$ cat src/include/tcdm_settings.svh
`ifndef TCDM_SETTINGS_SVH
`define TCDM_SETTINGS_SVH

// masters sharing the memory
`define TCDM_NUM_MASTERS 4
// single ported banks, word interleaved
`define TCDM_NUM_BANKS 8
// word rows held by each bank
`define TCDM_ROW_BITS 4
// memory word width
`define TCDM_DATA_WIDTH 32
// statistics counter width
`define TCDM_CNT_WIDTH 16
// request threshold width
`define TCDM_PROB_WIDTH 8

// derived index widths
`define TCDM_BANK_BITS $clog2(`TCDM_NUM_BANKS)
`define TCDM_MASTER_BITS $clog2(`TCDM_NUM_MASTERS)

`endif

$ cat src/tcdm_pkg.sv
`include "tcdm_settings.svh"

package tcdm_pkg;

  ////////////////////////////////////////
  // plain vectors
  ////////////////////////////////////////

  typedef logic [`TCDM_DATA_WIDTH-1:0] data_t;
  typedef logic [`TCDM_BANK_BITS-1:0] bank_idx_t;
  typedef logic [`TCDM_ROW_BITS-1:0] row_addr_t;
  // low bits pick the bank, high bits the row inside it
  typedef logic [`TCDM_ROW_BITS+`TCDM_BANK_BITS-1:0] word_addr_t;
  typedef logic [`TCDM_MASTER_BITS-1:0] master_idx_t;
  typedef logic [`TCDM_CNT_WIDTH-1:0] cnt_t;
  typedef logic [`TCDM_PROB_WIDTH-1:0] prob_t;

  ////////////////////////////////////////
  // enums
  ////////////////////////////////////////

  typedef enum logic [1:0] {
    PAT_UNIFORM  = 2'd0,
    PAT_LINEAR   = 2'd1,
    PAT_CONSTANT = 2'd2
  } pattern_e;

  typedef enum logic [1:0] {
    ST_IDLE  = 2'd0,
    ST_RUN   = 2'd1,
    ST_DRAIN = 2'd2,
    ST_DONE  = 2'd3
  } run_state_e;

  ////////////////////////////////////////
  // bundles
  ////////////////////////////////////////

  typedef struct packed {
    logic       req;
    word_addr_t addr;
  } mst_req_t;

  typedef struct packed {
    logic       valid;
    word_addr_t addr;
    data_t      data;
  } mst_rsp_t;

  typedef struct packed {
    logic       valid;
    word_addr_t addr;
    data_t      data;
  } load_t;

  typedef struct packed {
    cnt_t req_cnt;
    cnt_t gnt_cnt;
    cnt_t wait_cnt;
  } stat_t;

endpackage

$ cat src/tcdm_run_ctrl.sv
`timescale 1ns/1ns

module tcdm_run_ctrl (
  input  logic           clk_i,
  input  logic           rst_ni,
  input  logic           start_i,
  input  tcdm_pkg::cnt_t num_cycles_i,
  input  logic           busy_i,
  output logic           gen_en_o,
  output logic           stats_clr_o,
  output logic           done_o
);

  import tcdm_pkg::*;

  run_state_e state_q;
  run_state_e state_d;
  cnt_t       timer_q;
  cnt_t       timer_d;
  logic       launch;

  // start is honoured only when no run is active
  assign launch = start_i && (state_q == ST_IDLE || state_q == ST_DONE);

  always_comb begin
    state_d = state_q;
    timer_d = timer_q;
    unique case (state_q)
      ST_IDLE, ST_DONE: begin
        if (launch) begin
          // timer holds the run cycles still to go
          timer_d = num_cycles_i;
          state_d = (num_cycles_i == '0) ? ST_DRAIN : ST_RUN;
        end
      end
      ST_RUN: begin
        timer_d = timer_q - 1'b1;
        // last run cycle
        if (timer_q <= cnt_t'(1)) begin
          state_d = ST_DRAIN;
        end
      end
      ST_DRAIN: begin
        // wait for held requests and reads in flight
        if (!busy_i) begin
          state_d = ST_DONE;
        end
      end
      default: state_d = ST_IDLE;
    endcase
  end

  always_ff @(posedge clk_i or negedge rst_ni) begin
    if (!rst_ni) begin
      state_q <= ST_IDLE;
      timer_q <= '0;
    end else begin
      state_q <= state_d;
      timer_q <= timer_d;
    end
  end

  assign gen_en_o    = (state_q == ST_RUN);
  // counters clear on the same edge that enters the run
  assign stats_clr_o = launch;
  assign done_o      = (state_q == ST_DONE);

endmodule

$ cat config.mk
export PLATFORM = sky130hd
export DESIGN_NAME = tcdm_run_ctrl
export DESIGN_NICKNAME = d
export VERILOG_FILES = /design/src/tcdm_pkg.sv /design/src/tcdm_run_ctrl.sv
export VERILOG_INCLUDE_DIRS = /design/src /design/src/include
export SDC_FILE = /design/constraint.sdc
export NUM_CORES = 1
export LEC_CHECK = 0
export BUFFER_PORTS_ARGS = -buffer_cell sky130_fd_sc_hd__buf_2
export CAP_MARGIN = 20
export CORE_ASPECT_RATIO = 1.75
export CORE_UTILIZATION = 49
export DETAILED_ROUTE_END_ITERATION = 12
export PLACE_DENSITY = 0.75
export SYNTH_ARGS = -nofsm -noshare
export SYNTH_HDL_FRONTEND = slang
export SYNTH_SLANG_ARGS = --single-unit
$ cat constraint.sdc
create_clock -name clk_i -period 1.9 [get_ports clk_i]
set_input_delay 0 -clock clk_i [delete_from_list [all_inputs] [get_ports clk_i]]
set_output_delay 0 -clock clk_i [all_outputs]
set_load 0.05 [all_outputs]
==> run_results.csv, run 1 <==
group,metric,value,unit
clock_network,numCtsBuffers,3,
hold_path,min_from,"num_cycles_i[13]",
cells_and_area,multi_input_area,758,µm²
clock_network,cts_tree,"built",
run_status,violations,"negative setup slack",
power_and_ir_drop,p_sw_share,46.8,%
clock_network,cts_root_buf,"clkbuf_8",
global_routing,grt_max_degree,25,
yosys,yosysWarnings,0,
yosys,syn_inst,145,
clock_network,cts_sinks,18,
floorplanning,die_h,67.9,µm
sta,maxSlewViolCount,0,
clock_network,cts_max_path_buffers,2,
global_routing,antenna_found_initial,0,
detailed_routing,vias_per_cell,6.09,
power_and_ir_drop,power,3.01,mW
power_and_ir_drop,power_per_cell_area,1900,mW/mm²
floorplanning,core,0.00233,mm²
yosys,synthFlopType,"dfrtp_1",
setup_path,worstPathMaxFanout,4,
placement,dpl.hpwl,2390,µm
clock_network,clk_pin_slew,0.07,ns
yosys,syn_avg_cell_area,8.38,µm²
detailed_routing,wl_per_cell,15.7,µm
setup_path,setup.worst_path.end_class,"flip-flop",
detailed_routing,drtPass1Iterations,7,
yosys,synth_area_leader_cell,"dfrtp_1",
detailed_routing,ant_nets,0,
global_routing,grt_pass1_vias,1163,
sta,hold_slack,0.0274,ns
yosys,synth_commonest_cells,"20 x a21oi_1, 18 x dfrtp_1, 15 x nand2_1",
setup_path,worstReg2RegStart,"timer_q[1]",
power_and_ir_drop,seqPwrFrac,26.2,%
clock_network,h-tree-depth,1,
cells_and_area,area_growth,30.4,%
detailed_routing,drt_iter0_drc,54,
yosys,ys_seq_area_share,37.1,%
sta,rsz0062_at_grt,"true",
placement,gp_congestion,0.799,
setup_path,crit_arrival,2.07,ns
floorplanning,start_util,52.1,%
power_and_ir_drop,p_switching,1.41,mW
setup_path,cp.required,2.05,ns
sta,min_period,1.92,ns
yosys,synthTopCellsByArea,"dfrtp_1 37%, a21oi_1 8.2%, ha_1 5.1%, nand2_1 4.6%, o21ai_0 4.5%",
yosys,syn-cell-area,0.00121,mm²
yosys,synth-seq-cells,18,
power_and_ir_drop,p_leak,0.673,nW
power_and_ir_drop,pwr-share-comb,63.1,%
cells_and_area,final_nets,211,
sta,period_share,101,%
setup_path,start_kind,"flip-flop",
sta,worst_pin_slew,0.417,ns
floorplanning,die-area,0.00269,mm²
flow_run,cap_violations,0,
cells_and_area,seq_area,450,µm²
cells_and_area,diodes,0,
sta,final-hold-violation-count,0,
placement,port_buffers,22,
global_routing,grt.overflow.total,0,
power_and_ir_drop,vdd_drop_max,1.06,mV
global_routing,grt_pass1_wl,4930,µm
power_and_ir_drop,p_int,1.60,mW
yosys,syn_nets,170,
cells_and_area,utilization,68.0,%
yosys,synth_edf_count,0,
sta,skew,0.00751,ns
setup_path,crit_type,"reg -> reg",
global_routing,grt.total_usage,26.5,%
detailed_routing,routed-via-count,1278,
yosys,synthArstFlopShare,100,%
floorplanning,io_pins,23,
cells_and_area,drive_above_1_share,33.5,%
yosys,synth_top_area_share,37.1,%
detailed_routing,routed_wl,3290,µm
floorplanning,rows,23,
floorplanning,dieWidth,39.6,µm
hold_path,hold_path.class,"in -> reg",
yosys,synth.most_common_cell,"a21oi_1",
sta,setup_viol,1,
run_status,status,"finished, violations left",
clock_network,clock_latency,0.26,ns
sta,fmax,522,MHz
detailed_routing,drcViolationCount,0,
sta,relSlewSlack,72.0,%
power_and_ir_drop,p_clk_share,10.7,%
cells_and_area,fillers,179,
yosys,synth_cell_types,35,
setup_path,crit_start,"timer_q[1]",
sta,setup_ws,-0.0166,ns
cells by family (layout without fill, tap and decap cells):
kind of cell,after synthesis,in the layout,share of synthesized area (%)
compound gates,51,51,25.2
mux,6,6,5.36
fa+ha+maj,5,5,5.15
buf+inv,13,53,4.02
simple gates,52,52,23.2
flops,18,18,37.1
worst paths after layout:
path	cells after the start	slack [ns]	endpoint
max	6	-0.02	timer_q[10]
max reg2reg	6	-0.02	timer_q[10]
min in group asynchronous	2	0.21	timer_q[13]
max in group asynchronous	2	1.39	timer_q[8]
min reg2reg	2	0.60	timer_q[4]
min	3	0.03	timer_q[13]
placed cells by master (no fill, tap or decap), types with 3 or more instances in the layout:
| cell type | synthesis | layout |
|---|---|---|
| o22ai_1 | 8 | 8 |
| clkbuf_8 | 0 | 4 |
| buf_2 | 0 | 22 |
| dfrtp_1 | 18 | 18 |
| nor2_1 | 9 | 9 |
| nor4_2 | 2 | 3 |
| ha_1 | 5 | 3 |
| a21oi_1 | 20 | 20 |
| nor4_1 | 6 | 5 |
| buf_4 | 0 | 19 |
| mux2i_1 | 5 | 5 |
| nand2_1 | 15 | 15 |
| inv_1 | 7 | 5 |
| o21ai_0 | 11 | 11 |
| nand3_1 | 4 | 4 |
worst max-delay path, cell delays in order, from the launching register on:
cell	delay [ns]
dfrtp_1	0.41
inv_2	0.09
ha_4	0.13
or4b_4	0.50
or3_4	0.35
o22ai_1	0.12
o2bb2a_2	0.22
layout make-up:
cell class	count	area share, %
Multi-Input combinational cell	114	47.9
Sequential cell	18	28.4
Tap cell	25	1.97
Timing Repair Buffer	42	16.6
Inverter	7	1.66
Clock buffer	4	3.48
what timing repair did:
action | 4_1_cts | 5_1_grt
endpoints found under the hold margin | 18 | 0
hold buffers | 1 | 0
endpoints found under the setup margin | 10 | 7
gates resized for setup | 5 | 4
pin swaps | 1 | 1
buffers inserted | 1 | 1
metrics by stage:
step	std cells	instance area, µm²	setup slack, ns	setup TNS (ns)
2_1_floorplan	145	1220	-0.0219	-0.0219
3_3_place_gp	203	1470	-0.0520	-0.0520
3_5_place_dp	203	1470	-0.0870	-0.298
4_1_cts	209	1560	-0.0213	-0.0213
5_1_grt	210	1580	-0.0658	-0.272
6_report	210	1580	-0.0166	-0.0166
state kept, by name, indices dropped and copies added (netlist names):
| name | count |
|---|---|
| state_q | 2 |
| timer_q | 16 |
per-layer routing:
metal	routed length [µm]	part of all wire (%)	vias to the layer above	track usage, %
met5	0	0	-	0
met4	95	2.9	0	11.6
met3	113	3.4	13	1.95
met2	1830	56	41	48.8
met1	1250	38	604	28.9
li1	-	-	620	-
power by group through the flow:
stage	sequential (mW)	combinational, mW	clock, mW
2_1_floorplan	0.780	1.21	0
3_3_place_gp	0.769	1.76	0
3_5_place_dp	0.780	1.81	0
4_1_cts	0.775	1.87	0.320
5_1_grt	0.809	2.08	0.337
6_report	0.788	1.90	0.320
Power figures use the tool's default switching activity.
==> run 2: changes to the inputs <==
--- a/constraint.sdc
+++ b/constraint.sdc
@@ -3,2 +3,2 @@
 set_output_delay 0 -clock clk_i [all_outputs]
-set_load 0.05 [all_outputs]
+set_load 0.01 [all_outputs]
==> run_results.csv, run 2 (synthesis gave the netlist of run 1 again) <==
group,metric,value,unit
cells_and_area,diodes,0,
sta,final-hold-violation-count,0,
floorplanning,die_h,67.9,µm
sta,rsz0062_at_grt,"true",
setup_path,cp.required,2.05,ns
cells_and_area,area_growth,34.9,%
setup_path,crit_arrival,2.04,ns
cells_and_area,final_nets,211,
setup_path,setup.worst_path.end_class,"flip-flop",
power_and_ir_drop,power_per_cell_area,1860,mW/mm²
placement,dp.cells,205,
cells_and_area,reg_top3,"timer_q x16, state_q x2",
sta,hold_slack,0.0304,ns
global_routing,grt_pass1_vias,1228,
hold_path,hold_path.class,"in -> reg",
global_routing,grt_max_degree,31,
global_routing,grt_pass1_wl,5060,µm
global_routing,antenna_found_initial,0,
clock_network,cts_root_buf,"clkbuf_8",
sta,setup_viol,0,
clock_network,clock_latency,0.26,ns
detailed_routing,wl_per_cell,16.9,µm
setup_path,start_kind,"flip-flop",
clock_network,cts_sinks,18,
cells_and_area,top_register,"timer_q",
detailed_routing,routed_wl,3560,µm
clock_network,clk_pin_slew,0.08,ns
global_routing,grt.total_usage,27.2,%
setup_path,worstPathMaxFanout,3,
sta,relSlewSlack,69.8,%
sta,skew,0.00696,ns
floorplanning,die-area,0.00269,mm²
floorplanning,core,0.00233,mm²
placement,gp_congestion,0.797,
sta,maxSlewViolCount,0,
flow_run,cap_violations,0,
cells_and_area,fin_cells,210,
global_routing,grt.overflow.total,0,
cells_and_area,drive_above_1_share,34.1,%
sta,fmax,529,MHz
placement,preCtsSetupSlack,-0.0566,ns
floorplanning,io_pins,23,
clock_network,postCtsSetupBuffers,0,
sta,worst_pin_slew,0.453,ns
placement,dpl.hpwl,2480,µm
detailed_routing,drtPass1Iterations,4,
detailed_routing,ant_nets,0,
sta,min_period,1.89,ns
sta,period_share,99.5,%
power_and_ir_drop,p_leak,0.698,nW
floorplanning,rows,23,
power_and_ir_drop,vdd_drop_max,1.72,mV
floorplanning,start_util,52.1,%
clock_network,cts_max_path_buffers,2,
detailed_routing,vias_per_cell,6.26,
clock_network,cts_tree,"built",
run_status,status,"finished, final reports clean",
detailed_routing,drt_iter0_drc,54,
setup_path,crit_type,"reg -> reg",
cells_and_area,largest_register_ffs,16,
clock_network,h-tree-depth,1,
detailed_routing,drcViolationCount,0,
detailed_routing,routed-via-count,1314,
sta,setup_ws,0.0104,ns
placement,port_buffers,22,
cells_and_area,final_common_cell,"buf_2",
floorplanning,dieWidth,39.6,µm
clock_network,numCtsBuffers,3,
cells_and_area,final_cell_mix,"22 x buf_2, 19 x buf_4, 18 x a21oi_1, 18 x dfrtp_1, 15 x nand2_1",
setup_path,reg2reg_slack,0.01,ns
## run 2: cell counts in the layout (fill, tap and decap cells not counted)
Identical to the previous run, type by type.
## run 2: critical path, stage by stage (launching register included)
cell and delay (ns):
dfrtp_1 0.39, or4_4 0.59, nor4_4 0.23, nand3_1 0.10, a21o_1 0.19, mux2_4 0.30
## run 2: per-layer routing
metal / track usage (%) / wire length (µm) / vias up
li1: - / - / 621
met1: 29.3 / 1350 / 642
met2: 51.0 / 2010 / 44
met3: 0.974 / 125 / 7
met4: 12.5 / 75 / 0
met5: 0 / 0 / -
## run 2: power breakdown
part | internal (mW) | switching [mW] | total, mW
logic | 0.863 | 1.04 | 1.90
clock network | 0.185 | 0.144 | 0.328
registers | 0.593 | 0.216 | 0.808
total | 1.64 | 1.40 | 3.04
## run 2: path summary, 6_finish.rpt
kind,startpoint,end,cells after the start
max in group asynchronous,rst_ni,timer_q[2],2
max reg2reg,timer_q[8],state_q[1],5
min,num_cycles_i[12],timer_q[12],3
min reg2reg,state_q[0],state_q[0],2
min in group asynchronous,rst_ni,timer_q[9],2
max,timer_q[8],state_q[1],5
## run 2: layout make-up
class,instances,area [µm²]
Sequential cell,18,450
Clock buffer,4,55.1
Timing Repair Buffer,42,263
Fill cell,187,692
Tap cell,25,31.3
Multi-Input combinational cell,114,813
Inverter,7,26.3
## run 2: stage by stage
stage | total power, mW | instance area (µm²) | TNS, ns | util (%)
after floorplan | 1.87 | 1220 | -0.0219 | -
after global placement | 2.42 | 1480 | 0 | 63.6
after detailed placement | 2.50 | 1480 | -0.102 | 63.6
after CTS | 2.90 | 1590 | -0.0128 | 68.0
after global routing | 3.25 | 1640 | -0.0445 | 70.3
final | 3.04 | 1640 | 0 | 70.3
## run 2: repair_timing
action                                  CTS  global route
pin swaps                                 2             5
gates resized for setup                   8            10
endpoints found under the hold margin    18             0
endpoints found under the setup margin    6             8
hold buffers                              1             0
==> run 3: changes to the inputs <==
- CORE_UTILIZATION: 49 -> 45
- PLACE_DENSITY: 0.75 -> 0.7
==> run_results.csv, run 3 (synthesis gave the netlist of run 1 again) <==
group,metric,value,unit
placement,gp_congestion,0.807,
detailed_routing,drcViolationCount,0,
floorplanning,start_util,48.2,%
sta,maxSlewViolCount,0,
sta,skew,0.00140,ns
cells_and_area,reg_top3,"timer_q x16, state_q x2",
floorplanning,rows,24,
power_and_ir_drop,p_leak,0.689,nW
detailed_routing,vias_per_cell,6.37,
clock_network,cts_sinks,18,
placement,port_buffers,22,
floorplanning,die-area,0.00292,mm²
power_and_ir_drop,vdd_drop_max,1.46,mV
floorplanning,dieWidth,41.3,µm
sta,rsz0062_at_grt,"true",
setup_path,crit_type,"reg -> reg",
sta,fmax,500,MHz
run_status,status,"finished, violations left",
detailed_routing,drtPass1Iterations,4,
setup_path,start_kind,"flip-flop",
global_routing,grt.total_usage,26.0,%
cells_and_area,utilization,64.2,%
clock_network,clock_latency,0.25,ns
setup_path,rr_worst_depth,8,
detailed_routing,ant_nets,0,
cells_and_area,area_growth,33.4,%
sta,setup_viol,2,
cells_and_area,fillers,212,
cells_and_area,fin_cells,213,
sta,min_period,2.00,ns
floorplanning,io_pins,23,
clock_network,cts_max_path_buffers,2,
setup_path,crit_chain,"inv_2, ha_4, or4b_4, buf_4, nor4_2, nand3_1, o21ai_0, a21oi_1",
cells_and_area,seq_area,450,µm²
detailed_routing,met2_wirelength,1820,µm
clock_network,numCtsBuffers,3,
placement,dp.cells,204,
cells_and_area,top_register,"timer_q",
setup_path,worstPathMaxFanout,3,
run_status,violations,"negative setup slack",
setup_path,slowest_delay,0.48,ns
cells_and_area,final_nets,214,
flow_run,cap_violations,0,
cells_and_area,drive_above_1_share,34.2,%
cells_and_area,multi_input_area,785,µm²
global_routing,antenna_found_initial,0,
setup_path,crit_arrival,2.13,ns
cells_and_area,diodes,0,
detailed_routing,routed-via-count,1357,
global_routing,grt_pass1_wl,5230,µm
cells_and_area,final_cell_mix,"22 x buf_2, 22 x buf_4, 19 x a21oi_1",
global_routing,grt.overflow.total,0,
detailed_routing,met1_length,1380,µm
sta,setup_ws,-0.102,ns
clock_network,cts_root_buf,"clkbuf_8",
setup_path,cpMaxStageDelayCell,"or4b_4",
global_routing,grt_max_degree,25,
cells_and_area,largest_register_ffs,16,
hold_path,hold_path.class,"in -> reg",
detailed_routing,routed_wl,3480,µm
sta,final-hold-violation-count,0,
hold_path,holdPathStages,3,
placement,preCtsSetupSlack,-0.0729,ns
placement,dpl.hpwl,2450,µm
clock_network,h-tree-depth,1,
clock_network,clk_pin_slew,0.07,ns
setup_path,setup.worst_path.end_class,"flip-flop",
floorplanning,core,0.00252,mm²
sta,relSlewSlack,70.6,%
power_and_ir_drop,power_per_cell_area,1820,mW/mm²
setup_path,cp.required,2.03,ns
detailed_routing,wl_per_cell,16.4,µm
floorplanning,die_h,70.7,µm
sta,worst_pin_slew,0.441,ns
sta,period_share,105,%
detailed_routing,drt_iter0_drc,65,
global_routing,grt_pass1_vias,1193,
detailed_routing,routed-wl-met3,191,µm
clock_network,cts_tree,"built",
detailed_routing,top_layer,"met4",
-- run 3: path summary, 6_finish.rpt --
| check | to | start | slack [ns] |
|---|---|---|---|
| setup / recovery | timer_q[8] | timer_q[1] | -0.10 |
| min in group asynchronous | timer_q[14] | rst_ni | 0.21 |
| setup reg to reg | timer_q[8] | timer_q[1] | -0.10 |
| max in group asynchronous | timer_q[10] | rst_ni | 1.38 |
| hold / removal | timer_q[12] | num_cycles_i[12] | 0.04 |
| hold reg to reg | state_q[1] | state_q[1] | 0.60 |
-- run 3: what timing repair did --
action / CTS / global route
setup buffers: 3 / 2
hold buffers: 1 / 0
resized for setup: 5 / 8
cloned: 0 / 0
endpoints found under the hold margin: 18 / 0
pin swaps: 2 / 1
setup endpoints to repair: 8 / 9
-- run 3: per-stage QoR --
stage / total power, mW / hold WS [ns] / setup TNS (ns) / instance area, µm²
after floorplan: 1.87 / -0.296 / -0.0219 / 1220
after global placement: 2.38 / -0.0426 / -0.0242 / 1470
after detailed placement: 2.47 / -0.0359 / -0.224 / 1470
after CTS: 2.82 / 0.0386 / 0 / 1560
after global routing: 3.18 / 0.0457 / -0.315 / 1620
final: 2.96 / 0.0397 / -0.103 / 1620
-- run 3: layout make-up --
class                           instances  area share [%]
Tap cell                               26            2.01
Clock buffer                            3            2.55
Inverter                                7            1.62
Multi-Input combinational cell        114            48.4
Timing Repair Buffer                   45            17.6
Sequential cell                        18            27.8
-- run 3: critical path: cells and delay by family, from the launching register on --
| family | cells | cell delay (ns) |
|---|---|---|
| adder cells (fa/ha/maj) | 1 | 0.12 |
| buffers and inverters | 2 | 0.25 |
| AO/OA/AOI/OAI | 2 | 0.26 |
| AND/OR/NAND/NOR | 3 | 0.85 |
| flip-flops | 1 | 0.40 |
-- run 3: power by group --
| group | switching [mW] | leakage [nW] | internal, mW | total, mW |
|---|---|---|---|---|
| Clock | 0.132 | 0.0216 | 0.141 | 0.273 |
| Sequential | 0.189 | 0.203 | 0.593 | 0.782 |
| Combinational | 1.02 | 0.465 | 0.877 | 1.90 |
-- run 3: layer usage --
layer / up-vias / global-route usage, %
met5: - / 0
met4: 0 / 11.8
met3: 9 / 4.70
met2: 68 / 43.9
met1: 654 / 29.3
li1: 626 / -
